## src/logic/mcr3_input_pkg.sv

```systemverilog
// Shared definitions of the arcade input controller
// Board variant enum, player control and key event structs,
// host config write struct, PS/2 scan codes and port constants

package mcr3_input_pkg;

	//==========================================================================
	// Board variants
	//==========================================================================
	// Codes not listed here fall back to the default port image
	typedef enum logic [7:0] {
		GAME_RAMPAGE    = 8'd0,
		GAME_SARGE      = 8'd1,
		GAME_POWERDRIVE = 8'd2,
		GAME_STARGRDS   = 8'd5
	} game_t;

	//==========================================================================
	// Control words
	//==========================================================================
	// Same bit order as the joystick word, right in bit 0
	typedef struct packed {
		logic coin;    // bit 9
		logic start;
		logic fire_d;
		logic fire_c;
		logic fire_b;
		logic fire_a;
		logic up;
		logic down;
		logic left;
		logic right;   // bit 0
	} player_ctrl_t;

	typedef struct packed {
		logic       toggle;  // Flips on every new event
		logic       pressed;
		logic [7:0] code;
	} key_event_t;

	typedef struct packed {
		logic       wr;
		logic [7:0] index;
		logic [2:0] addr;
		logic [7:0] data;
	} cfg_write_t;

	// Loader indexes
	localparam logic [7:0] CFG_INDEX_GAME = 8'd1;
	localparam logic [7:0] CFG_INDEX_DIP  = 8'd254;

	//==========================================================================
	// PS/2 set 2 scan codes
	//==========================================================================
	localparam logic [7:0] KEY_UP         = 8'h75;
	localparam logic [7:0] KEY_DOWN       = 8'h72;
	localparam logic [7:0] KEY_LEFT       = 8'h6B;
	localparam logic [7:0] KEY_RIGHT      = 8'h74;
	localparam logic [7:0] KEY_COIN1      = 8'h76; // Esc
	localparam logic [7:0] KEY_START1     = 8'h05; // F1
	localparam logic [7:0] KEY_START2     = 8'h06; // F2
	localparam logic [7:0] KEY_FIRE_A     = 8'h14; // Left Ctrl
	localparam logic [7:0] KEY_FIRE_B     = 8'h11; // Left Alt
	localparam logic [7:0] KEY_FIRE_C     = 8'h29; // Space
	localparam logic [7:0] KEY_FIRE_D     = 8'h12; // Left Shift
	localparam logic [7:0] KEY_START1_ALT = 8'h16; // 1
	localparam logic [7:0] KEY_START2_ALT = 8'h1E; // 2
	localparam logic [7:0] KEY_COIN1_ALT  = 8'h2E; // 5
	localparam logic [7:0] KEY_COIN2      = 8'h36; // 6
	localparam logic [7:0] KEY_COIN3      = 8'h3D; // 7
	localparam logic [7:0] KEY_UP2        = 8'h2D; // R
	localparam logic [7:0] KEY_DOWN2      = 8'h2B; // F
	localparam logic [7:0] KEY_LEFT2      = 8'h23; // D
	localparam logic [7:0] KEY_RIGHT2     = 8'h34; // G
	localparam logic [7:0] KEY_FIRE2_A    = 8'h1C; // A
	localparam logic [7:0] KEY_FIRE2_B    = 8'h1B; // S
	localparam logic [7:0] KEY_FIRE2_C    = 8'h15; // Q
	localparam logic [7:0] KEY_FIRE2_D    = 8'h1D; // W

	// Game input ports
	localparam int NUM_PORTS = 5;
	localparam int PORT_W    = 8;
	typedef logic [2:0] port_sel_t;

endpackage

```

## src/logic/arcade_input_top.sv

```systemverilog
// Player input controller top level
// Host config, key decoder, control merge and port mapper

module arcade_input_top
	import mcr3_input_pkg::*;
#(
	parameter int NUM_DIP_BYTES = 8
) (
	input  logic              clk_sys,
	input  logic              reset,
	input  key_event_t        key,
	input  player_ctrl_t      joy1,
	input  player_ctrl_t      joy2,
	input  player_ctrl_t      joy3,
	input  cfg_write_t        cfg,
	input  logic [2:0]        fly_fire,       // One per player
	input  logic              snd_stat,
	input  logic              player_select,  // Board output latch bit
	input  logic              rd_req,
	input  port_sel_t         rd_sel,
	output logic              rd_ack,
	output logic [PORT_W-1:0] rd_data
);

	game_t        game;
	logic [7:0]   dip0;
	logic [7:0]   dip1;
	player_ctrl_t kbd1;
	player_ctrl_t kbd2;
	logic [1:0]   kbd_coins;
	player_ctrl_t p1;
	player_ctrl_t p2;
	player_ctrl_t p3;
	logic [2:0]   gear;

	host_config #(
		.NUM_DIP_BYTES(NUM_DIP_BYTES)
	) u_host_config (
		.clk_sys(clk_sys),
		.reset(reset),
		.cfg(cfg),
		.game(game),
		.dip0(dip0),
		.dip1(dip1)
	);

	key_decoder u_key_decoder (
		.clk_sys(clk_sys),
		.reset(reset),
		.key(key),
		.kbd1(kbd1),
		.kbd2(kbd2),
		.kbd_coins(kbd_coins)
	);

	control_merge u_control_merge (
		.clk_sys(clk_sys),
		.reset(reset),
		.game(game),
		.kbd1(kbd1),
		.kbd2(kbd2),
		.kbd_coins(kbd_coins),
		.joy1(joy1),
		.joy2(joy2),
		.joy3(joy3),
		.p1(p1),
		.p2(p2),
		.p3(p3),
		.gear(gear)
	);

	port_mapper u_port_mapper (
		.clk_sys(clk_sys),
		.reset(reset),
		.game(game),
		.dip0(dip0),
		.dip1(dip1),
		.p1(p1),
		.p2(p2),
		.p3(p3),
		.gear(gear),
		.fly_fire(fly_fire),
		.snd_stat(snd_stat),
		.player_select(player_select),
		.rd_req(rd_req),
		.rd_sel(rd_sel),
		.rd_ack(rd_ack),
		.rd_data(rd_data)
	);

endmodule

```

## src/logic/control_merge.sv

```systemverilog
// Keyboard and joystick merge for three players
// Per-game coin routing
// Gear toggles driven by fire_d edges

module control_merge
	import mcr3_input_pkg::*;
(
	input  logic         clk_sys,
	input  logic         reset,
	input  game_t        game,
	input  player_ctrl_t kbd1,
	input  player_ctrl_t kbd2,
	input  logic [1:0]   kbd_coins,
	input  player_ctrl_t joy1,
	input  player_ctrl_t joy2,
	input  player_ctrl_t joy3,
	output player_ctrl_t p1,
	output player_ctrl_t p2,
	output player_ctrl_t p3,
	output logic [2:0]   gear
);

	logic       own_coins;     // Separate coin slots per player
	logic       shared_coin;
	logic [2:0] fire_d_now;
	logic [2:0] fire_d_q;

	assign own_coins = (game == GAME_POWERDRIVE) || (game == GAME_STARGRDS);

	// Any coin at all, for the single-slot games
	assign shared_coin = kbd1.coin | kbd_coins[0] | kbd_coins[1]
	                   | joy1.coin | joy2.coin | joy3.coin;

	//==========================================================================
	// Player controls
	//==========================================================================
	always_comb begin
		p1 = player_ctrl_t'(kbd1 | joy1);
		p2 = player_ctrl_t'(kbd2 | joy2);
		p3 = joy3;                       // Joystick only

		if (own_coins) begin
			p1.coin = kbd1.coin | joy1.coin;
			p2.coin = kbd_coins[0] | joy2.coin;
			p3.coin = joy3.coin;
		end else begin
			p1.coin = shared_coin;
			p2.coin = 1'b0;
			p3.coin = 1'b0;
		end
	end

	//==========================================================================
	// Gear toggles
	//==========================================================================
	assign fire_d_now = {p3.fire_d, p2.fire_d, p1.fire_d};

	always_ff @(posedge clk_sys) begin
		fire_d_q <= fire_d_now;          // Held button after reset gives no toggle

		if (reset)
			gear <= '0;
		else
			gear <= gear ^ (fire_d_now & ~fire_d_q);  // Flip on rising edge
	end

endmodule

```

## src/logic/host_config.sv

```systemverilog
// Host loader configuration capture
// Game select register with decoded game output
// DIP switch bank, bytes 0 and 1 exported

module host_config
	import mcr3_input_pkg::*;
#(
	parameter int NUM_DIP_BYTES = 8
) (
	input  logic       clk_sys,
	input  logic       reset,
	input  cfg_write_t cfg,
	output game_t      game,
	output logic [7:0] dip0,
	output logic [7:0] dip1
);

	logic [7:0] game_code;                    // As loaded, unchecked
	logic [7:0] dip_bank [NUM_DIP_BYTES];

	always_ff @(posedge clk_sys) begin
		if (reset) begin
			game_code <= 8'hFF;               // No game until the loader says so
			game      <= game_t'(8'hFF);
		end else begin
			if (cfg.wr && cfg.index == CFG_INDEX_GAME)
				game_code <= cfg.data;
			game <= game_t'(game_code);       // One edge behind the write
		end
	end

	// Writes beyond the bank depth are dropped
	always_ff @(posedge clk_sys) begin
		if (reset) begin
			for (int i = 0; i < NUM_DIP_BYTES; i++)
				dip_bank[i] <= 8'hFF;
		end else if (cfg.wr && cfg.index == CFG_INDEX_DIP && int'(cfg.addr) < NUM_DIP_BYTES) begin
			dip_bank[cfg.addr] <= cfg.data;
		end
	end

	assign dip0 = dip_bank[0];
	assign dip1 = dip_bank[1];

endmodule

```

## src/logic/key_decoder.sv

```systemverilog
// PS/2 key event decoder
// Held buttons for keyboard players 1 and 2
// Extra coin keys for coins 2 and 3

module key_decoder
	import mcr3_input_pkg::*;
(
	input  logic         clk_sys,
	input  logic         reset,
	input  key_event_t   key,
	output player_ctrl_t kbd1,
	output player_ctrl_t kbd2,
	output logic [1:0]   kbd_coins   // {coin3, coin2}
);

	logic toggle_q;
	logic new_event;

	assign new_event = (key.toggle != toggle_q);

	always_ff @(posedge clk_sys) begin
		toggle_q <= key.toggle;        // Tracks through reset, no stale event

		if (reset) begin
			kbd1      <= '0;
			kbd2      <= '0;
			kbd_coins <= '0;
		end else if (new_event) begin
			case (key.code)
				// Player 1
				KEY_UP:                     kbd1.up     <= key.pressed;
				KEY_DOWN:                   kbd1.down   <= key.pressed;
				KEY_LEFT:                   kbd1.left   <= key.pressed;
				KEY_RIGHT:                  kbd1.right  <= key.pressed;
				KEY_FIRE_A:                 kbd1.fire_a <= key.pressed;
				KEY_FIRE_B:                 kbd1.fire_b <= key.pressed;
				KEY_FIRE_C:                 kbd1.fire_c <= key.pressed;
				KEY_FIRE_D:                 kbd1.fire_d <= key.pressed;
				KEY_START1, KEY_START1_ALT: kbd1.start  <= key.pressed;
				KEY_COIN1, KEY_COIN1_ALT:   kbd1.coin   <= key.pressed;

				// Player 2, coin goes through kbd_coins
				KEY_UP2:                    kbd2.up     <= key.pressed;
				KEY_DOWN2:                  kbd2.down   <= key.pressed;
				KEY_LEFT2:                  kbd2.left   <= key.pressed;
				KEY_RIGHT2:                 kbd2.right  <= key.pressed;
				KEY_FIRE2_A:                kbd2.fire_a <= key.pressed;
				KEY_FIRE2_B:                kbd2.fire_b <= key.pressed;
				KEY_FIRE2_C:                kbd2.fire_c <= key.pressed;
				KEY_FIRE2_D:                kbd2.fire_d <= key.pressed;
				KEY_START2, KEY_START2_ALT: kbd2.start  <= key.pressed;

				KEY_COIN2:                  kbd_coins[0] <= key.pressed;
				KEY_COIN3:                  kbd_coins[1] <= key.pressed;
				default: ;                  // Unmapped key
			endcase
		end
	end

endmodule

```

## src/logic/port_mapper.sv

```systemverilog
// Game input port builder
// Per-variant mapping of the five 8-bit active-low ports
// Four-phase req/ack read port for the board CPU

module port_mapper
	import mcr3_input_pkg::*;
(
	input  logic              clk_sys,
	input  logic              reset,
	input  game_t             game,
	input  logic [7:0]        dip0,
	input  logic [7:0]        dip1,
	input  player_ctrl_t      p1,
	input  player_ctrl_t      p2,
	input  player_ctrl_t      p3,
	input  logic [2:0]        gear,
	input  logic [2:0]        fly_fire,
	input  logic              snd_stat,
	input  logic              player_select,
	input  logic              rd_req,
	input  port_sel_t         rd_sel,
	output logic              rd_ack,
	output logic [PORT_W-1:0] rd_data
);

	logic [PORT_W-1:0] port_val [NUM_PORTS];
	logic              sel_start;   // Start/coin of player 2 or 3 on the shared bits
	logic              sel_coin;

	//==========================================================================
	// Per-player bit groups
	//==========================================================================
	// Fire b, fire a, left, down, right, up
	function automatic logic [5:0] four_way(input player_ctrl_t p);
		return {p.fire_b, p.fire_a, p.left, p.down, p.right, p.up};
	endfunction

	// Twin-stick emulation, returns {rd, ru, ld, lu}
	function automatic logic [3:0] twin_stick(input player_ctrl_t p, input logic stick);
		logic lu;
		logic ld;
		logic ru;
		logic rd;
		if (stick) begin
			lu = p.up | p.right;
			ld = p.down | p.left;
			ru = p.up | p.left;
			rd = p.down | p.right;
		end else begin
			lu = p.up;
			ld = p.down;
			ru = p.fire_c;
			rd = p.fire_b;
		end
		return {rd, ru, ld, lu};
	endfunction

	// Directions on top, fires or fly+fire below
	function automatic logic [7:0] fly_port(input player_ctrl_t p, input logic fly);
		logic [3:0] dirs;
		logic [3:0] fires;
		dirs  = {p.right, p.left, p.down, p.up};
		fires = {p.fire_a, p.fire_d, p.fire_b, p.fire_c};
		if (fly)
			return {dirs, (|fires) ? dirs : 4'b0000};
		return {dirs, fires};
	endfunction

	//==========================================================================
	// Port images
	//==========================================================================
	assign sel_start = player_select ? p3.start : p2.start;
	assign sel_coin  = player_select ? p3.coin  : p2.coin;

	always_comb begin
		port_val[0] = '1;
		port_val[1] = '1;
		port_val[2] = '1;
		port_val[3] = dip0;                 // Same for every game
		port_val[4] = '1;

		case (game)
			GAME_RAMPAGE: begin
				port_val[0] = ~{2'b00, dip1[0], 1'b0, 2'b00, p2.coin, p1.coin};
				port_val[1] = ~{2'b00, four_way(p1)};
				port_val[2] = ~{2'b00, four_way(p2)};
				port_val[4] = ~{snd_stat, 1'b0, four_way(p3)};
			end
			GAME_SARGE: begin
				port_val[0] = ~{2'b00, dip1[0], 1'b0, p2.start, p1.start, p2.coin, p1.coin};
				port_val[1] = ~{p1.fire_d, p1.fire_d, p1.fire_a, p1.fire_a,
				                twin_stick(p1, fly_fire[0])};
				port_val[2] = ~{p2.fire_d, p2.fire_d, p2.fire_a, p2.fire_a,
				                twin_stick(p2, fly_fire[0])};
			end
			GAME_POWERDRIVE: begin
				port_val[0] = ~{2'b00, dip1[0], 2'b00, p3.coin, p2.coin, p1.coin};
				port_val[1] = ~{p2.fire_b, p2.fire_a, gear[1], p2.fire_c,
				                p1.fire_b, p1.fire_a, gear[0], p1.fire_c};
				port_val[2] = ~{snd_stat, 3'b000, p3.fire_b, p3.fire_a, gear[2], p3.fire_c};
			end
			GAME_STARGRDS: begin
				port_val[0] = ~{dip1[0], 2'b00, snd_stat, sel_start, p1.start, sel_coin, p1.coin};
				port_val[1] = ~fly_port(p1, fly_fire[0]);
				port_val[2] = ~fly_port(p2, fly_fire[1]);
				port_val[4] = ~fly_port(p3, fly_fire[2]);
			end
			default: ;                          // Unsupported game, idle image
		endcase
	end

	//==========================================================================
	// Read handshake
	//==========================================================================
	always_ff @(posedge clk_sys) begin
		if (reset) begin
			rd_ack <= 1'b0;
		end else if (rd_req && !rd_ack) begin
			rd_ack <= 1'b1;
		end else if (!rd_req && rd_ack) begin
			rd_ack <= 1'b0;                 // Ready for the next request
		end
	end

	// Data captured once per request, held while ack is up
	always_ff @(posedge clk_sys) begin
		if (rd_req && !rd_ack)
			rd_data <= (int'(rd_sel) < NUM_PORTS) ? port_val[rd_sel] : '1;
	end

endmodule

```

## config.mk

```make
export PLATFORM = sky130hd
export DESIGN_NAME = arcade_input_top
export DESIGN_NICKNAME = d
export VERILOG_FILES = /design/src/logic/mcr3_input_pkg.sv /design/src/logic/arcade_input_top.sv /design/src/logic/control_merge.sv /design/src/logic/host_config.sv /design/src/logic/key_decoder.sv /design/src/logic/port_mapper.sv
export SDC_FILE = /design/constraint.sdc
export NUM_CORES = 1
export LEC_CHECK = 0
export BUFFER_PORTS_ARGS = -buffer_cell sky130_fd_sc_hd__buf_2
export CAP_MARGIN = 20
export CORE_MARGIN = 4
export CORE_UTILIZATION = 45
export CTS_CLUSTER_DIAMETER = 100
export CTS_CLUSTER_SIZE = 20
export DETAILED_ROUTE_END_ITERATION = 8
export GPL_ROUTABILITY_DRIVEN = 0
export PLACE_DENSITY_LB_ADDON = 0.12
export RECOVER_POWER = 25
export SYNTH_ARGS = -nofsm -noshare
export SYNTH_HDL_FRONTEND = slang
export SYNTH_SLANG_ARGS = --single-unit
```

## constraint.sdc

```tcl
create_clock -name clk_sys -period 4.19 [get_ports clk_sys]
set_input_delay 0.419 -clock clk_sys [delete_from_list [all_inputs] [get_ports clk_sys]]
set_output_delay 0.419 -clock clk_sys [all_outputs]
set_load 0.005 [all_outputs]
```

# Word-level counts from Yosys, hierarchy flattened
# Memory sizes are Yosys's and may differ from the RTL's.
# Index checks and enable logic that the tools add are counted.
[word_totals]
memories = 1
ramBits = 64
output_inout_bits = 9
ff_bits = 53
in_bits = 71
elab_cells = 187
[op_classes]
bitwise = 35
n_lt_le_gt_ge = 2
n_eq_ne = 30
reduce_logical = 37
muxes = 54
[mem_list]
columns = ["memory", "depth", "width", "rd", "rd_ports_with_merged_regs", "write_ports", "line_no", "rtl"]
rows = [
  ["u_host_config.dip_bank", 8, 8, 2, 0, 8, "host_config.sv:19", "logic [7:0] dip_bank [NUM_DIP_BYTES];"],
]
[ops]
columns = ["operator", "count"]
rows = [
  ["$mux 8", 12],
  ["$pmux 24 s4", 1],
  ["$eq 8x5->1 const B", 9],
  ["$not 8->8", 9],
  ["$eq 8x6->1 const B", 8],
  ["$reduce_and 2->1", 21],
  ["$eq 8x7->1 const B", 5],
  ["$not 6->8", 5],
  ["$mux 1", 35],
  ["$bmux 8 s3", 1],
  ["$eq 8x3->1 const B", 3],
  ["$or 9x9->9", 2],
  ["$eq 8x1->1 const B", 2],
  ["$pmux 8 s2", 1],
  ["$or 1x1->1", 15],
  ["$mux 4", 3],
  ["$reduce_or 4->1", 3],
  ["$eq 8x2->1 const B", 1],
  ["$eq 8x8->1 const B", 1],
  ["$logic_not 8->1", 1],
  ["$reduce_or 8->1", 1],
  ["$reduce_or 2->1", 3],
  ["$ge 4x4->1 const B", 1],
  ["$logic_and 1x1->1", 4],
  ["other kinds (10)", 11],
]

# Longest topological paths before layout
[depth]
ltp_word = 11
depth_mapped = 8
depth_no_buf = 6

# By module
# Synthesis repeated with hierarchy kept, for this count alone.
[hier_totals]
hier_cells = 482
hier_area_um2 = 4376.7
[modules_own_cells]
columns = ["mod", "cells_each", "area_each_um2", "seq_area_each_um2", "instances"]
rows = [
  ["port_mapper", 212, 1615.3, 260.2, 1],
  ["host_config", 94, 1193.6, 800.8, 1],
  ["key_decoder", 123, 1134.8, 440.4, 1],
  ["control_merge", 53, 432.9, 120.1, 1],
]

# Worst setup path after synthesis
# OpenSTA, ideal clock, no wires.
[synth_path]
path_type = "in2reg"
startpoint = "input cfg[9] (netlist bit)"
endpoint = "memory u_host_config.dip_bank[0][0], enable pin"
slack_ns = 1.945
setup_time_ns = 0.310
t_required_ns = 3.880
path_buffers = 0
arrival_ns = 1.936
cell_stages = 3
path_cell_list = "or4b_2 > nor4_2 > or2_2"
[synth_lines]
columns = ["item", "line_no", "rtl"]
rows = [
  ["from (decl)", "arcade_input_top.sv:15", "input cfg_write_t cfg,"],
  ["to (decl)", "host_config.sv:19", ""],
]

# Worst setup path in the final report
[layout_path]
startpoint = "register u_host_config.game[2]"
endpoint = "register u_port_mapper.rd_data[1], data pin"
[layout_between]
elab_chain_cells = 9
word_cells_on_any_way = 17
classes_between = "eq/ne: 3; mux: 8; bitwise: 4; reduce/logical: 2"
[layout_lines]
columns = ["item", "line_no", "rtl"]
rows = [
  ["from (decl)", "host_config.sv:13", "output game_t game,"],
  ["from (signal assigned)", "host_config.sv:24", "game <= game_t'(8'hFF);"],
  ["from (signal assigned)", "host_config.sv:28", "game <= game_t'(game_code);"],
  ["$eq 8x2->1 / $eq 8x3->1 (equally long branches)", "-", ""],
  ["$logic_or 1x1->1", "control_merge.sv:28", "assign own_coins = (game == GAME_POWERDRIVE) || (game == GAME_STARGRDS);"],
  ["$mux 1", "control_merge.sv:42", "if (own_coins) begin"],
  ["$mux 1", "port_mapper.sv:73", "assign sel_coin = player_select ? p3.coin : p2.coin;"],
  ["$not 8->8", "port_mapper.sv:103", "port_val[0] = ~{dip1[0], 2'b00, snd_stat, sel_start, p1.start, sel_coin, p1.coin};"],
  ["$pmux 24 s4", "port_mapper.sv:82", "case (game)"],
  ["$bmux 8 s3 *", "port_mapper.sv:128", "rd_data <= (int'(rd_sel) < NUM_PORTS) ? port_val[rd_sel] : '1;"],
  ["$mux 8 (implied by the code) * (2 in a row)", "port_mapper.sv:128", ""],
  ["to (signal assigned)", "port_mapper.sv:128", ""],
  ["to (decl)", "port_mapper.sv:23", "output logic [PORT_W-1:0] rd_data"],
]
# Mark *: on every way between the ends. The rest lies on a longest branch, timed or not. The select of a mux whose other input is x is not followed.
# A chain may end at the register's enable or synchronous reset.

==> impl_metrics.yaml <==
grt:
  grt_pass1_wl_um: 18300
  grt_pass1_vias: 3649
  gr-total-overflow: 0
  grt_max_degree: 45
  antenna_found_initial: 0
  grt_usage: 0.235
sta:
  setup_slack_ns: 1.41
  tightest_slew_ns: 1.71
  max_freq_mhz: 360
  rsz0062_at_grt: "false"
  whs_ns: 0.225
  hold_violations: 0
  tns_ns: 0
  setup_violations: 0
  skew_ns: 0.00664
  slew_headroom: -0.140
  fin_crit_ns: 2.78
  final-max-slew-violation-count: 45
  fin_crit_sh: 0.663
place:
  preCtsSetupSlack_ns: 1.53
  dpl.hpwl_um: 8880
  port_buffers: 79
  place_inst: 618
flow_run:
  drv_cap: 1
synth:
  synth_area_um2: 3760
  synth_edf_count: 17
  synth_top_area_share: 0.240
  syn_avg_cell_area_um2: 8.13
  async_reset_ff_frac: 0
  postSynthCellCount: 462
  ys_top_cells_by_area: "dfxtp_1, edfxtp_1, nor2_1"
  ys_seq_area_frac: 0.376
  synth_seq_cells: 62
  ys_warn_count: 0
  synth_nets: 534
  yosys.area.top_type: "dfxtp_1"
  synth_ff_type: "dfxtp_1"
  synth_cell_types: 65
setup_path:
  start_kind: "flip-flop"
  crit_path_start: "u_host_config.game[2]$_SDFF_PP1_"
  crit_fanout: 25
  cp_common_cell: "a311oi_1"
  cp_cell_sequence: "nor4bb_1 -> buf_4 -> and2_1 -> o221ai_1 -> a311oi_1 -> a311oi_1 -> a21oi_1"
  crit_slowest_cell: "dfxtp_1"
  reg2reg_slack_ns: 1.41
  path_class: "reg -> reg"
  max_stage_delay_ns: 0.89
  r2r_start: "u_host_config.game[2]$_SDFF_PP1_"
  cp-end-kind: "flip-flop"
  ff2ff_path_depth: 7
  r2r_end: "u_port_mapper.rd_data[1]$_SDFFCE_PP1P_"
  cp-endpoint: "u_port_mapper.rd_data[1]$_SDFFCE_PP1P_"
  crit_required_ns: 4.38
  arrival_ns: 2.97
clock_network:
  cts_sinks: 62
  clk_pin_slew_ns: 0.07
  cts_setup_buffers: 0
  clockBufferDepth: 2
  cts.hold.buffers_added: 0
  cts-root-buf: "clkbuf_8"
  htree_levels: 3
  cts_buffers: 9
  cts_tree: "done"
  clk-insertion-delay-late_ns: 0.34
  post_cts_resized: 0
pwr:
  ir_drop_v: 0.000219
  p_leak_uw: 0.00168
  powerDensity_nw_per_um2: 313
die:
  die_x_um: 99.4
  die_h_um: 99.4
  dieArea_um2: 9880
  pin_count: 80
  start_util: 0.460
  core_um2: 8180
  row_count: 33
routing:
  routed.top_layer: "met4"
  route.vias.total: 3935
  dr_wl_met3_um: 1110
  drc: 0
  wl_met1_um: 4980
  ant_nets: 0
  wl_met2_um: 5100
  drt_iter0_markers: 435
  vias_per_cell: 6.21
  wl_per_cell_um: 18.4
  first_pass_iters: 7
  wl_um: 11700
cells_and_area:
  areaGrowthSynthToFinish_pct: 16.6
  drive_gt1_frac: 0.214
  nFillCells: 796
  n_antenna_cell: 0
  num-nets-final: 596
  fin_cells: 634
hold_path:
  min_path_type: "in -> reg"
status:
  failed_checks: "capacitance limit, slew limit"
  status: "finished with violations"
==> through the flow <==
stage          power (µW)  utilization  cell area (µm²)
2_1_floorplan         728            -             3760
3_3_place_gp          804        0.510             4170
3_5_place_dp          804        0.510             4170
4_1_cts              1380        0.537             4390
5_1_grt              1420        0.536             4380
6_report             1370        0.536             4380
==> power breakdown <==
part	internal, µW	switching (µW)
combinational	58.8	99.2
clock	350	228
sequential	629	6.81
total	1040	334
==> area by class of cell <==
| type | instances | area, µm² | share of cell area |
|---|---|---|---|
| flip-flops and latches | 62 | 1410 | 0.322 |
| clock buffers | 12 | 145 | 0.0331 |
| well taps | 105 | 131 | 0.0300 |
| multi-input cells | 351 | 2150 | 0.491 |
| clock inverters | 4 | 70.1 | 0.0160 |
| inverters | 20 | 75.1 | 0.0171 |
| repair buffers | 80 | 399 | 0.0911 |
==> sequential cells by signal, indices dropped and copies added (netlist names), 2 cells and up <==
| register | count |
|---|---|
| u_control_merge.fire_d_q | 3 |
| u_control_merge.gear | 3 |
| u_host_config.dip_bank | 9 |
| u_host_config.game | 8 |
| u_host_config.game_code | 8 |
| u_key_decoder.kbd1 | 10 |
| u_key_decoder.kbd2 | 9 |
| u_key_decoder.kbd_coins | 2 |
| u_port_mapper.rd_data | 8 |
==> how the worst min path moves through the flow <==
stage	start	end	slack [ns]	cells after the start
after floorplan	u_host_config.game_code[0]$_SDFFE_PP1P_	u_host_config.game[0]$_SDFF_PP1_	0.42	1
after global placement	u_host_config.game_code[1]$_SDFFE_PP1P_	u_host_config.game[1]$_SDFF_PP1_	0.43	1
after detailed placement	u_host_config.game_code[7]$_SDFFE_PP1P_	u_host_config.game[7]$_SDFF_PP1_	0.43	1
after CTS	key[9]	u_key_decoder.toggle_q$_DFF_P_	0.19	1
after global routing	key[9]	u_key_decoder.toggle_q$_DFF_P_	0.23	1
final	key[9]	u_key_decoder.toggle_q$_DFF_P_	0.22	1
==> cells by family (layout without fill, tap and decap cells) <==
family | Yosys count | count (layout) | share of synthesized area
buf+inv | 49 | 116 | 0.0519
compound gates | 127 | 127 | 0.237
mux | 19 | 19 | 0.0513
flops | 62 | 62 | 0.376
fa+ha+maj | 1 | 1 | 0.00333
xor+xnor | 3 | 3 | 0.00699
simple gates | 201 | 201 | 0.274
==> synthesized netlist by cell type (all sizes together) (8+ instances only) <==
cell,instances
o221ai,8
nor3,26
inv,20
mux2i,17
nand2,32
edfxtp,17
o21ai,30
clkbuf,24
nand4,9
a31oi,11
a21oi,25
dfxtp,45
nand3,16
or2,11
a211o,8
nor2,65
==> worst max-delay path, delay by kind of cell, from the launching register on <==
kind	cells	cell delay (ns)
compound gates	4	0.84
buf+inv	1	0.21
flops	1	0.89
simple gates	2	0.70
==> per-layer routing <==
metal	up-vias	track usage
met1	1804	0.321
met3	46	0.0442
met2	238	0.353
li1	1847	-
met5	-	0
met4	0	0.125
==> layout by cell type, fill, tap and decap left out, types with 5 or more instances in the layout <==
cell type / count
nand3_1: 16
edfxtp_1: 17
a31oi_1: 11
o22ai_1: 6
nor3_1: 25
o21ai_0: 28
o221ai_1: 8
nand2_1: 32
a211o_1: 8
inv_1: 20
dfxtp_1: 45
nor2_1: 65
clkbuf_8: 10
mux2i_1: 17
buf_2: 76
clkbuf_1: 5
o2111ai_1: 5
a21oi_1: 24
nand4_1: 9
nor3b_1: 6
or2_2: 11
nand4b_1: 5
Note: power is estimated with default switching activity, not from simulation.
